===== src/rtl/lc3b_bus_pkg.sv =====
package lc3b_bus_pkg;

    localparam int LINE_W = 128;  // one cache line
    localparam int ADR_W  = 12;   // line address
    localparam int SEL_W  = LINE_W / 8;  // one select per byte

    typedef logic [LINE_W-1:0] line_t;
    typedef logic [ADR_W-1:0]  adr_t;
    typedef logic [SEL_W-1:0]  sel_t;

    // master to slave, 159 bits
    typedef struct packed {
        logic  cyc;
        logic  stb;
        logic  we;
        sel_t  sel;
        adr_t  adr;
        line_t dat;
    } wb_req_t;

    // slave to master, 130 bits
    typedef struct packed {
        logic  ack;
        logic  rty;
        line_t dat;
    } wb_rsp_t;

    localparam int MEM_DEPTH   = 256;  // lines held by the memory
    localparam int MEM_IDX_W   = $clog2(MEM_DEPTH);  // low address bits used as index
    localparam int MEM_LATENCY = 3;    // accept to ack, in cycles

    // latency counter, loaded on accept and run down to zero
    localparam int MEM_CNT_W = $clog2(MEM_LATENCY + 1);
    localparam logic [MEM_CNT_W-1:0] MEM_CNT_LOAD = MEM_CNT_W'(MEM_LATENCY - 1);

endpackage : lc3b_bus_pkg


===== src/rtl/lc3b_arb_pkg.sv =====
package lc3b_arb_pkg;

    localparam int N_PORTS = 2;  // icache and dcache

    // who currently holds the memory bus
    typedef enum logic [1:0] {
        OWNER_NONE  = 2'd0,
        OWNER_PORT0 = 2'd1,  // instruction cache
        OWNER_PORT1 = 2'd2   // data cache
    } owner_e;

endpackage : lc3b_arb_pkg


===== src/rtl/cache_arbiter.sv =====
`timescale 1ns/1ps

module cache_arbiter (
    input  logic                  clk,
    input  logic                  i_arst_n,
    input  lc3b_bus_pkg::wb_req_t i_raw_req0,  // before barrier
    input  lc3b_bus_pkg::wb_req_t i_raw_req1,
    input  lc3b_bus_pkg::wb_req_t i_reg_req0,  // after barrier
    input  lc3b_bus_pkg::wb_req_t i_reg_req1,
    input  lc3b_bus_pkg::wb_rsp_t i_mem_rsp,   // registered memory response
    output lc3b_bus_pkg::wb_req_t o_mem_req,
    output lc3b_bus_pkg::wb_rsp_t o_rsp0,
    output lc3b_bus_pkg::wb_rsp_t o_rsp1
);

    lc3b_arb_pkg::owner_e owner;
    lc3b_arb_pkg::owner_e next_owner;

    lc3b_bus_pkg::wb_req_t raw_req [lc3b_arb_pkg::N_PORTS];
    lc3b_bus_pkg::wb_req_t reg_req [lc3b_arb_pkg::N_PORTS];
    lc3b_bus_pkg::wb_rsp_t rsp     [lc3b_arb_pkg::N_PORTS];

    logic [lc3b_arb_pkg::N_PORTS-1:0] own;    // port holds the bus
    logic [lc3b_arb_pkg::N_PORTS-1:0] grant;  // port wins from idle this cycle

    assign raw_req[0] = i_raw_req0;
    assign raw_req[1] = i_raw_req1;
    assign reg_req[0] = i_reg_req0;
    assign reg_req[1] = i_reg_req1;

    assign own[0] = (owner == lc3b_arb_pkg::OWNER_PORT0);
    assign own[1] = (owner == lc3b_arb_pkg::OWNER_PORT1);

    // fixed priority, port 0 first, only when the bus is free
    assign grant[0] = (owner == lc3b_arb_pkg::OWNER_NONE) & raw_req[0].cyc;
    assign grant[1] = (owner == lc3b_arb_pkg::OWNER_NONE) & ~raw_req[0].cyc
                    & raw_req[1].cyc;

    always_comb begin
        next_owner = owner;
        case (owner)
            lc3b_arb_pkg::OWNER_NONE: begin
                if (raw_req[0].cyc) begin
                    next_owner = lc3b_arb_pkg::OWNER_PORT0;
                end else if (raw_req[1].cyc) begin
                    next_owner = lc3b_arb_pkg::OWNER_PORT1;
                end
            end
            lc3b_arb_pkg::OWNER_PORT0: begin
                if (!raw_req[0].cyc) begin  // owner lets go
                    next_owner = raw_req[1].cyc ? lc3b_arb_pkg::OWNER_PORT1
                                                : lc3b_arb_pkg::OWNER_NONE;
                end
            end
            lc3b_arb_pkg::OWNER_PORT1: begin
                if (!raw_req[1].cyc) begin
                    next_owner = raw_req[0].cyc ? lc3b_arb_pkg::OWNER_PORT0
                                                : lc3b_arb_pkg::OWNER_NONE;
                end
            end
            default: next_owner = lc3b_arb_pkg::OWNER_NONE;
        endcase
    end

    always_ff @(posedge clk or negedge i_arst_n) begin
        if (!i_arst_n) begin
            owner <= lc3b_arb_pkg::OWNER_NONE;
        end else begin
            owner <= next_owner;
        end
    end

    // The registered request lags the raw cyc by one cycle. Qualifying it
    // with the raw cyc gives the memory a low strobe in the release cycle,
    // so it can leave its wait state before a direct hand-off.
    always_comb begin
        o_mem_req = '0;
        for (int p = 0; p < lc3b_arb_pkg::N_PORTS; p++) begin
            if (own[p]) begin
                o_mem_req     = reg_req[p];
                o_mem_req.cyc = reg_req[p].cyc & raw_req[p].cyc;
                o_mem_req.stb = reg_req[p].stb & raw_req[p].cyc;
            end
        end
    end

    for (genvar p = 0; p < lc3b_arb_pkg::N_PORTS; p++) begin : g_rsp
        assign rsp[p] = '{
            ack: own[p] & i_mem_rsp.ack,
            rty: ~(own[p] | grant[p]),  // retry unless owner or granted
            dat: own[p] ? i_mem_rsp.dat : '0
        };
    end

    assign o_rsp0 = rsp[0];
    assign o_rsp1 = rsp[1];

endmodule : cache_arbiter


===== config.mk =====
export PLATFORM = sky130hd
export DESIGN_NAME = cache_arbiter
export DESIGN_NICKNAME = d
export VERILOG_FILES = /design/src/rtl/lc3b_bus_pkg.sv /design/src/rtl/lc3b_arb_pkg.sv /design/src/rtl/cache_arbiter.sv
export SDC_FILE = /design/constraint.sdc
export NUM_CORES = 1
export LEC_CHECK = 0
export BUFFER_PORTS_ARGS = -buffer_cell sky130_fd_sc_hd__buf_2
export CORE_AREA = 2 2 456 458
export CTS_CLUSTER_DIAMETER = 100
export DETAILED_ROUTE_END_ITERATION = 12
export DIE_AREA = 0 0 458 460
export GPL_TIMING_DRIVEN = 0
export MAX_ROUTING_LAYER = met4
export SETUP_SLACK_MARGIN = 0.5
export SLEW_MARGIN = 25
export SYNTH_ARGS = -nofsm -noshare
export SYNTH_HDL_FRONTEND = slang
export SYNTH_SLANG_ARGS = --single-unit

===== constraint.sdc =====
create_clock -name clk -period 3.43 [get_ports clk]
set_input_delay 1.029 -clock clk [delete_from_list [all_inputs] [get_ports clk]]
set_output_delay 1.029 -clock clk [all_outputs]
set_load 0.005 [all_outputs]

-- Word level (Yosys, flattened, before mapping)
Index checks and enable logic that the tools add are counted.
- output and inout port bits: 419
- logic and storage cells: 33
- bits in registers: 2
- input port bits: 768
- reductions and logical operators: 2
- muxes and demuxes: 11
- equality and inequality tests: 5
- bitwise operators: 14
- operator list (operator ; count):
    159-bit two-way mux ; 2
    128-bit two-way mux ; 2
    2-bit two-way mux ; 5
    1-bit AND ; 9
    2-bit case mux with 3 select lines ; 1
    2-bit inequality test, second input constant ; 2
    3-bit inequality test, second input constant ; 1
    1-bit inverter ; 3
    3-bit AND reduction ; 1
    2-bit by 1-bit equality test with 1-bit output, second input constant ; 1
    2-bit equality test, second input constant ; 1
    2-bit zero test ; 1
    1-bit bitwise OR ; 2
    1-bit two-way mux ; 1

-- Logic depth before layout (Yosys ltp)
Gate-level depths: netlist of the first run.
- depth after elaboration: 5
- mapped depth: 5
- gate-level depth less buffers: 2

-- Worst setup path after synthesis of the first run
No wires, ideal clock.
- path type: in2out
- start point: in i_raw_req1[158] (netlist bit)
- end point: out o_mem_req[157] (netlist bit)
- arrival: 1.373 ns
- path slack: 1.028 ns
- stages: 2
- buffers on the path: 0
- path through: and2_1 -> a32o_1
- RTL lines (element ; line ; source):
    from (decl) ; cache_arbiter.sv:7 ; input lc3b_bus_pkg::wb_req_t i_raw_req1,
    to (decl) ; cache_arbiter.sv:11 ; output lc3b_bus_pkg::wb_req_t o_mem_req,

==> results of run 1 <==
repair_timing:
item                       in CTS  in global routing
hold endpoints to repair        0                  0
resized for setup              76                 44
setup endpoints to repair     395                 74
setup buffers                   3                  4
cloned                          0                  1
power groups by stage:
stage / Combinational [mW] / Sequential [mW] / Clock [mW]
after floorplan: 0.502 / 0.0274 / 0
after global placement: 1.63 / 0.0292 / 0
after detailed placement: 1.63 / 0.0292 / 0
after CTS: 1.70 / 0.0293 / 0.176
after global routing: 1.84 / 0.0300 / 0.180
final: 1.73 / 0.0299 / 0.172
worst register-to-register path, cell delays in order (launching register included):
cell and delay [ns]:
dfrtp_2 0.45, and2b_1 0.21, buf_12 0.17, buf_4 0.16, clkbuf_4 0.21, o21a_1 0.21
layer usage:
| layer | global-route usage [%] | wire length [um] | share of wire, % | up-vias |
|---|---|---|---|---|
| met5 | - | 0 | 0 | - |
| met4 | 6.62 | 9060 | 6.8 | 0 |
| met3 | 4.16 | 13000 | 9.8 | 489 |
| met2 | 20.9 | 63500 | 48 | 1248 |
| met1 | 12.5 | 47800 | 36 | 4048 |
| li1 | - | - | - | 3580 |
cells by family after synthesis:
family	Yosys count	synth area share (%)
buffers and inverters	64	13.8
flip-flops	2	1.38
AO/OA/AOI/OAI	163	39.2
AND/OR/NAND/NOR	265	45.6
area by class of cell:
class	count	area share, %
Antenna cell	53	1.10
Buffer	64	5.26
Clock buffer	3	0.621
Multi-Input combinational cell	428	26.3
Sequential cell	2	0.434
Tap cell	2704	28.0
Timing Repair Buffer	878	38.3
cells in the mapped netlist:
cell type and n:
a22o_1 157, a32o_1 2, nor2b_1 2, o21ai_0 1, buf_2 18, dfrtp_1 2
o21a_1 1, and2b_1 1, buf_4 12, buf_6 26, and2_1 261, nor2_1 1
o21bai_1 2, clkbuf_1 8
per-stage QoR:
step / power, mW / std cells / area (um2)
2_1_floorplan: 0.530 / 494 / 3630
3_3_place_gp: 1.65 / 4067 / 11400
3_5_place_dp: 1.66 / 4068 / 11400
4_1_cts: 1.90 / 4074 / 11700
5_1_grt: 2.05 / 4121 / 12100
6_report: 1.93 / 4132 / 12100
how the worst max path moves through the flow:
| stage | end | slack, ns | depth (start not counted) |
|---|---|---|---|
| floorplan | o_mem_req[157] | 1.03 | 2 |
| global placement | o_mem_req[156] | -0.15 | 5 |
| detailed placement | o_mem_req[156] | -0.16 | 5 |
| CTS | o_mem_req[156] | 0.40 | 6 |
| global route | o_rsp1[99] | 0.46 | 7 |
| finish | o_mem_req[121] | 0.50 | 6 |
==> out/metrics.csv, run 1 <==
metric,value,unit
"Data required, critical path",2.40,ns
CP max-delay cell,dfrtp_2,
CTS tree,yes,
"commonest non-fill, non-tap cell in the layout",buf_2,
GP Congestion,1.06,
post-layout min period,2.93,ns
"Largest delay share family, worst path",buffers and inverters,
vias in the first global route,8191,
actual slew at the worst max-slew pin,0.317,ns
r2r setup slk,1.90,ns
largest register by flop count,owner,
Regs by FF count,owner x2,
core area,0.206,mm2
R2R cell count,5,
Initial Util,1.76,%
clock-pin slew on the worst setup and hold paths,0.03,ns
DRC Markers,0,
I/O Pins,1187,
Internal Power,926,uW
Die Wd,458,um
overall die area,0.211,mm2
post-DP HPWL,126000,um
synthesized area,0.00363,mm2
post-synthesis cell count,494,
Area Overhead vs Synth,233,%
# fillers,24500,
first-pass GRT wire length,148000,um
Critical Path Start,owner[1],
First-pass DRT Iterations,5,
Critical Path Fanout Max,10,
DRT iter0 DRCs,443,
FF-to-FF End,owner[1],
Power per Cell Area,159,mW/mm2
"commonest non-fill, non-tap cells in the layout","buf_2, and2_1, a22o_1, buf_4, buf_6",
Hold Crit Class,in2async,
Clock Skews,0.00104,ns
post-route ant nets,0,
YS warnings,0,
sequential area share after synthesis,1.38,%
fmax,0.341,GHz
drt via density,2.27,
CTS root buffer,clkbuf_16,
Crit. End Element,output pin,
die height,460,um
H-tree levels,1,
syn_area_per_cell,7.35,um2
setup ws final,0.497,ns
crit path cell chain,nor2b_4 > buf_12 > buf_6 > buf_4 > a22o_2 > buf_2,
fin nets,2145,
CTS Hold Bufs,0,
drt wl/cell,32.3,um
Final Hold Vio Count,0,
count of input and output buffers,869,
WL final,133000,um
"top cells by area, synth","and2_1, a22o_1, buf_6",
WHS,0.591,ns
post-synthesis register bit count,2,
largest net degree at the start of global routing,11,
crit path DAT,1.90,ns
Synth top area share,45.0,%
clock buffer depth,2,
worst r2r src,owner[1],
max reg flops,2,
TritonCTS buffer count,3,
status,finished clean,
Clock Latency Late Sink,0.22,ns
Worst setup SP type,flip-flop,
switch share,52.0,%
crit share post-route,85.5,%
maximum vdd ir drop,0.000140,V
Sequential Area,52.6,um2
RSZ-0062 raised after global routing,true,
post-synth top area cell,and2_1,
pre-CTS setup slack,-0.163,ns
CP Class,reg2out,
sequential power share,1.6,%
Site Rows,167,
Final Setup Violations,0,
clock tree sinks,2,
Final Max Tran Viols,0,
syn nets,1262,
share of cells above drive strength 1,69.8,%
Sum Neg Setup Slack,0,ns
leakage power,5.79,nW
clock network power share,8.9,%
synth unique cells,14,
Tot GR Track Use,12.3,%
Slew headroom,78.9,%
Multi-input gate area,0.00319,mm2
Worst Path Buf+Inv,4,
initial antenna violation count,239,
gr ovfl total,0,
Layout Utilization,5.87,%
largest incremental delay on the critical path,0.45,ns
net switching power,1.00,mW
MaxCap Viol Count,0,
portion of total power attributed to combinational logic,89.5,%
via count,9365,
(Power assumes the default switching activity.)
==> run 2, diff against run 1 <==
Settings changed: BUFFER_PORTS_ARGS -buffer_cell sky130_fd_sc_hd__buf_2 to default, CORE_AREA 2 2 456 458 to 2 2 468 470, DIE_AREA 0 0 458 460 to 0 0 470 472, DONT_BUFFER_PORTS from default to 1.
==> run 2 against run 1 <==
Against the previous run:
- count of clock-buffer cells in the layout unchanged
- critical path depth decreased by 1
- sequential share of layout area grew 0.21 points
- non-clock buffer count shrank 878
- largest cell class is now tap cells
- largest power group unchanged
- highest routed layer unchanged
==> out/metrics.csv, run 2 (same netlist as run 1, synthesis figures left out) <==
metric,value,unit,change
max reg flops,2,,unchanged
maximum vdd ir drop,0.0000885,V,was 0.000140 V
FF-to-FF End,owner[1],,unchanged
I/O Pins,1187,,unchanged
Critical Path Start,owner[0],,was owner[1]
Worst Path Buf+Inv,3,,was 4
post-route cell area,0.00781,mm2,was 0.0121 mm2
Die Wd,470,um,was 458 um
Initial Util,1.68,%,was 1.76%
actual slew at the worst max-slew pin,0.788,ns,was 0.317 ns
CTS root buffer,clkbuf_16,,unchanged
Critical Path Fanout Max,10,,unchanged
core area,0.217,mm2,was 0.206 mm2
crit path to,o_mem_req[8],,was o_mem_req[121]
Crit. path cell count,5,,was 6
overall die area,0.222,mm2,was 0.211 mm2
clock buffer depth,2,,unchanged
Area Overhead vs Synth,115,%,was 233%
WL final,165000,um,was 133000 um
CTS Hold Bufs,0,,unchanged
drt wl/cell,48.4,um,was 32.3 um
initial antenna violation count,248,,was 239
fmax,0.342,GHz,was 0.341 GHz
"Setup Fix Bufs, Post-CTS",0,,was 3
DRC Markers,0,,unchanged
DRT iter0 DRCs,320,,was 443
crit share post-route,85.2,%,was 85.5%
Hold Crit Class,in2async,,unchanged
"Data required, critical path",2.40,ns,about the same
gr ovfl total,0,,unchanged
Placed Area,0.00720,mm2,was 0.0114 mm2
CP max-delay cell,dfrtp_1,,was dfrtp_2
largest incremental delay on the critical path,0.40,ns,was 0.45 ns
First-pass DRT Iterations,5,,unchanged
share of cells above drive strength 1,39.0,%,was 69.8%
MaxCap Viol Count,0,,unchanged
Crit. End Element,output pin,,unchanged
via count,6240,,was 9365
WHS,0.508,ns,was 0.591 ns
first-pass GRT wire length,180000,um,was 148000 um
Sum Neg Setup Slack,0,ns,unchanged
Clock Skews,0.0000536,ns,was 0.00104 ns
"Largest delay share family, worst path",buffers and inverters,,unchanged
crit path cell chain,and2b_1 > buf_6 > buf_8 > buf_6 > a22o_2,,was nor2b_4 > buf_12 > buf_6 > buf_4 > a22o_2 > buf_2
largest net degree at the start of global routing,11,,unchanged
"commonest non-fill, non-tap cell in the layout",and2_1,,was buf_2
status,finished clean,,unchanged
worst r2r src,owner[0],,was owner[1]
drt via density,1.83,,was 2.27
Clock Latency Late Sink,0.22,ns,about the same
leakage power,1.92,nW,was 5.79 nW
GP Congestion,1.05,,was 1.06
Final Hold Vio Count,0,,unchanged
CP Class,reg2out,,unchanged
"commonest non-fill, non-tap cells in the layout","and2_1, a22o_1, and2_2, a22o_2, buf_6",,"was buf_2, and2_1, a22o_1, buf_4, buf_6"
vias in the first global route,5450,,was 8191
Final Setup Violations,0,,unchanged
RSZ-0062 raised after global routing,true,,unchanged
R2R cell count,4,,was 5
Tot GR Track Use,14.6,%,was 12.3%
crit path DAT,1.89,ns,was 1.90 ns
post-layout min period,2.92,ns,was 2.93 ns
count of input and output buffers,0,,was 869
fin nets,1267,,was 2145
Worst setup SP type,flip-flop,,unchanged
Power per Cell Area,192,mW/mm2,was 159 mW/mm2
H-tree levels,1,,unchanged
die height,472,um,was 460 um
r2r setup slk,2.07,ns,was 1.90 ns
Final Max Tran Viols,0,,unchanged
Site Rows,171,,was 167
post-route ant nets,0,,unchanged
CTS tree,yes,,unchanged
CP dominant cell by count,buf_6,,
TritonCTS buffer count,3,,unchanged
Regs by FF count,owner x2,,unchanged
largest register by flop count,owner,,unchanged
PnR Total Power,1.50,mW,was 1.93 mW
Layout Utilization,3.61,%,was 5.87%
post-DP HPWL,159000,um,was 126000 um
clock-pin slew on the worst setup and hold paths,0.03,ns,about the same
Slew headroom,47.4,%,was 78.9%
clock tree sinks,2,,unchanged
run 2: cell types whose count changed in the layout (fill, tap and decap cells not counted), moves of 3 or more:
| cell | change |
|---|---|
| and2_2 | +65 |
| buf_12 | -8 |
| a22o_1 | -44 |
| buf_4 | -34 |
| a22o_2 | +31 |
| buf_6 | -7 |
| a22o_4 | +13 |
| clkbuf_1 | +3 |
| diode_2 | +5 |
| clkbuf_4 | -10 |
| and2_1 | -73 |
| and2_4 | +8 |
| buf_2 | -818 |
run 2: final cells by class:
class                           instances  area [um2]
Antenna cell                           58         145
Buffer                                 64         532
Clock buffer                            3        75.1
Fill cell                           25800      209000
Multi-Input combinational cell        428        3430
Sequential cell                         2        50.0
Tap cell                             2854        3570
run 2: timing repair:
item | 4_1_cts | 5_1_grt
pin swaps | 0 | 0
resized for setup | 148 | 27
setup endpoints to repair | 346 | 36
run 2: metrics by stage:
| stage | worst slack [ns] | instances |
|---|---|---|
| 6_report | 0.507 | 3409 |
| 5_1_grt | 0.421 | 3401 |
| 4_1_cts | 0.404 | 3351 |
| 3_5_place_dp | -0.0123 | 3348 |
| 3_3_place_gp | -0.0580 | 3348 |
| 2_1_floorplan | 1.03 | 494 |
run 2: how the worst min path moves through the flow:
stage | startpoint | to | slack [ns]
2_1_floorplan | owner[1] | owner[0] | 0.60
3_3_place_gp | owner[1] | owner[0] | 0.64
3_5_place_dp | owner[1] | owner[0] | 0.65
4_1_cts | i_arst_n | owner[0] | 0.50
5_1_grt | i_arst_n | owner[0] | 0.50
6_report | i_arst_n | owner[1] | 0.51
run 2: report_power, final:
part           total (mW)  leakage, nW  switching [mW]  internal, mW
clock               0.175       0.0373          0.0265         0.148
sequential         0.0279       0.0250         0.00232        0.0256
combinational        1.30         1.85           0.957         0.342
run 2: per-layer routing:
layer / GRT usage [%] / wire (um) / part of all wire, % / vias up
li1: - / - / - / 1849
met1: 11.5 / 45700 / 28 / 2747
met2: 26.1 / 82300 / 50 / 1250
met3: 11.8 / 31400 / 19 / 394
met4: 2.81 / 5320 / 3.2 / 0
met5: - / 0 / 0 / -
==> run 3, diff against run 2 <==
Settings changed: PLACE_DENSITY from default to 0.3.
==> run 3 against run 2 <==
Against the previous run:
- wire length shrank 20%
- highest routed layer unchanged
- cell area grew 2.0%
- sequential cell count is the same
- non-clock buffer count grew 2
- setup slack gained 0.062 ns
- critical path type unchanged
- critical path depth is the same
==> out/metrics.csv, run 3 (same netlist as run 1, synthesis figures left out) <==
metric,value,unit,change
core area,0.217,mm2,unchanged
H-tree levels,1,,unchanged
CP Class,reg2out,,unchanged
WHS,0.508,ns,about the same
Final Max Tran Viols,0,,unchanged
setup ws final,0.569,ns,was 0.507 ns
"Data required, critical path",2.40,ns,about the same
Area Overhead vs Synth,119,%,was 115%
First-pass DRT Iterations,4,,was 5
met1 Usage GRT,11.7,%,was 11.5%
maximum vdd ir drop,0.0000980,V,was 0.0000885 V
Hold Crit Class,in2async,,unchanged
share of cells above drive strength 1,38.9,%,was 39.0%
Worst setup SP type,flip-flop,,unchanged
WL final,131000,um,was 165000 um
# fillers,25800,,about the same
overall die area,0.222,mm2,unchanged
MaxCap Viol Count,0,,unchanged
DRT iter0 DRCs,224,,was 320
post-layout min period,2.86,ns,was 2.92 ns
CTS root buffer,clkbuf_16,,unchanged
DRC Markers,0,,unchanged
first-pass GRT wire length,144000,um,was 180000 um
Crit. End Element,output pin,,unchanged
drt wl/cell,38.7,um,was 48.4 um
Post-Layout Cell Count,3386,,was 3409
"commonest non-fill, non-tap cell in the layout",and2_1,,unchanged
Final Setup Violations,0,,unchanged
initial antenna violation count,145,,was 248
Site Rows,171,,unchanged
TritonCTS buffer count,3,,unchanged
actual slew at the worst max-slew pin,0.792,ns,was 0.788 ns
vias in the first global route,5328,,was 5450
Slew headroom,47.1,%,was 47.4%
I/O Pins,1187,,unchanged
fin nets,1269,,was 1267
fmax,0.350,GHz,was 0.342 GHz
clock buffer depth,2,,unchanged
gr ovfl total,0,,unchanged
pre-CTS setup slack,-0.0640,ns,was -0.0123 ns
drt via density,1.61,,was 1.83
"commonest non-fill, non-tap cells in the layout","and2_1, a22o_1, and2_2, a22o_4, a22o_2",,"was and2_1, a22o_1, and2_2, a22o_2, buf_6"
crit share post-route,83.4,%,was 85.2%
max reg flops,2,,unchanged
Final Hold Vio Count,0,,unchanged
GP Congestion,0.794,,was 1.05
RSZ-0062 raised after global routing,true,,unchanged
CTS Hold Bufs,0,,unchanged
count of input and output buffers,0,,unchanged
met2 Usage GRT,19.2,%,was 26.1%
Die Wd,470,um,unchanged
R2R cell count,4,,unchanged
largest net degree at the start of global routing,11,,unchanged
placed cell count,3348,,unchanged
via count,5436,,was 6240
clock-pin slew on the worst setup and hold paths,0.03,ns,about the same
crit path DAT,1.83,ns,was 1.89 ns
Tot GR Track Use,11.6,%,was 14.6%
post-route ant nets,0,,unchanged
status,finished clean,,unchanged
post-DP HPWL,127000,um,was 159000 um
Critical Path Fanout Max,10,,unchanged
Regs by FF count,owner x2,,unchanged
most used routing layer,met2,,unchanged
Initial Util,1.68,%,unchanged
largest register by flop count,owner,,unchanged
CTS tree,yes,,unchanged
met3 GRT Util,7.94,%,was 11.8%
Power per Cell Area,186,mW/mm2,was 192 mW/mm2
Clock Latency Late Sink,0.22,ns,about the same
die height,472,um,unchanged
Clock Skews,0.00114,ns,was 0.0000536 ns
clock tree sinks,2,,unchanged
leakage power,2.01,nW,was 1.92 nW
## run 3: worst paths after layout
path / from / end / slack [ns]
worst max register to register: owner[1] / owner[1] / 2.09
min in group clk: owner[1] / owner[1] / 0.67
max in group asynchronous: i_arst_n / owner[1] / 2.85
worst min register to register: owner[1] / owner[1] / 0.67
worst min-delay path: i_arst_n / owner[0] / 0.51
worst max-delay path: owner[0] / o_mem_req[33] / 0.57
## run 3: cell type report
cell class | count | area, um2 | area share, %
Clock buffer | 3 | 75.1 | 0.943
Sequential cell | 2 | 50.0 | 0.629
Multi-Input combinational cell | 428 | 3550 | 44.6
Timing Repair Buffer | 2 | 31.3 | 0.393
Buffer | 64 | 598 | 7.51
Antenna cell | 33 | 82.6 | 1.04
Tap cell | 2854 | 3570 | 44.9
## run 3: power by group
group / internal (mW) / switching [mW] / leakage (nW) / total, mW
Combinational: 0.373 / 0.902 / 1.95 / 1.28
Sequential: 0.0256 / 0.00242 / 0.0250 / 0.0280
Clock: 0.148 / 0.0254 / 0.0372 / 0.174
## run 3: what timing repair did
| item | CTS | global route |
|---|---|---|
| buffers inserted | 2 | 0 |
| pin swaps | 3 | 1 |
| endpoints found under the setup margin | 323 | 143 |
| resized for setup | 149 | 52 |
## run 3: critical path: stages, from the launching register on
cell and delay, ns:
dfrtp_1 0.41, and2b_2 0.25, buf_12 0.17, buf_16 0.18, buf_6 0.16, a22o_2 0.38
## run 3: layer usage
metal,up-vias,part of all wire [%]
met4,0,1.9
met2,938,46
li1,1819,-
met5,-,0
met1,2453,35
met3,226,17
## run 3: through the flow
stage / instance area [um2] / TNS, ns / util, % / total power [mW]
3_5_place_dp: 7200 / -0.159 / 3.33 / 1.24
2_1_floorplan: 3630 / 0 / - / 0.530
3_3_place_gp: 7200 / -0.173 / 3.33 / 1.26
6_report: 7960 / 0 / 3.68 / 1.48
5_1_grt: 7920 / 0 / 3.66 / 1.58
4_1_cts: 7770 / 0 / 3.59 / 1.52
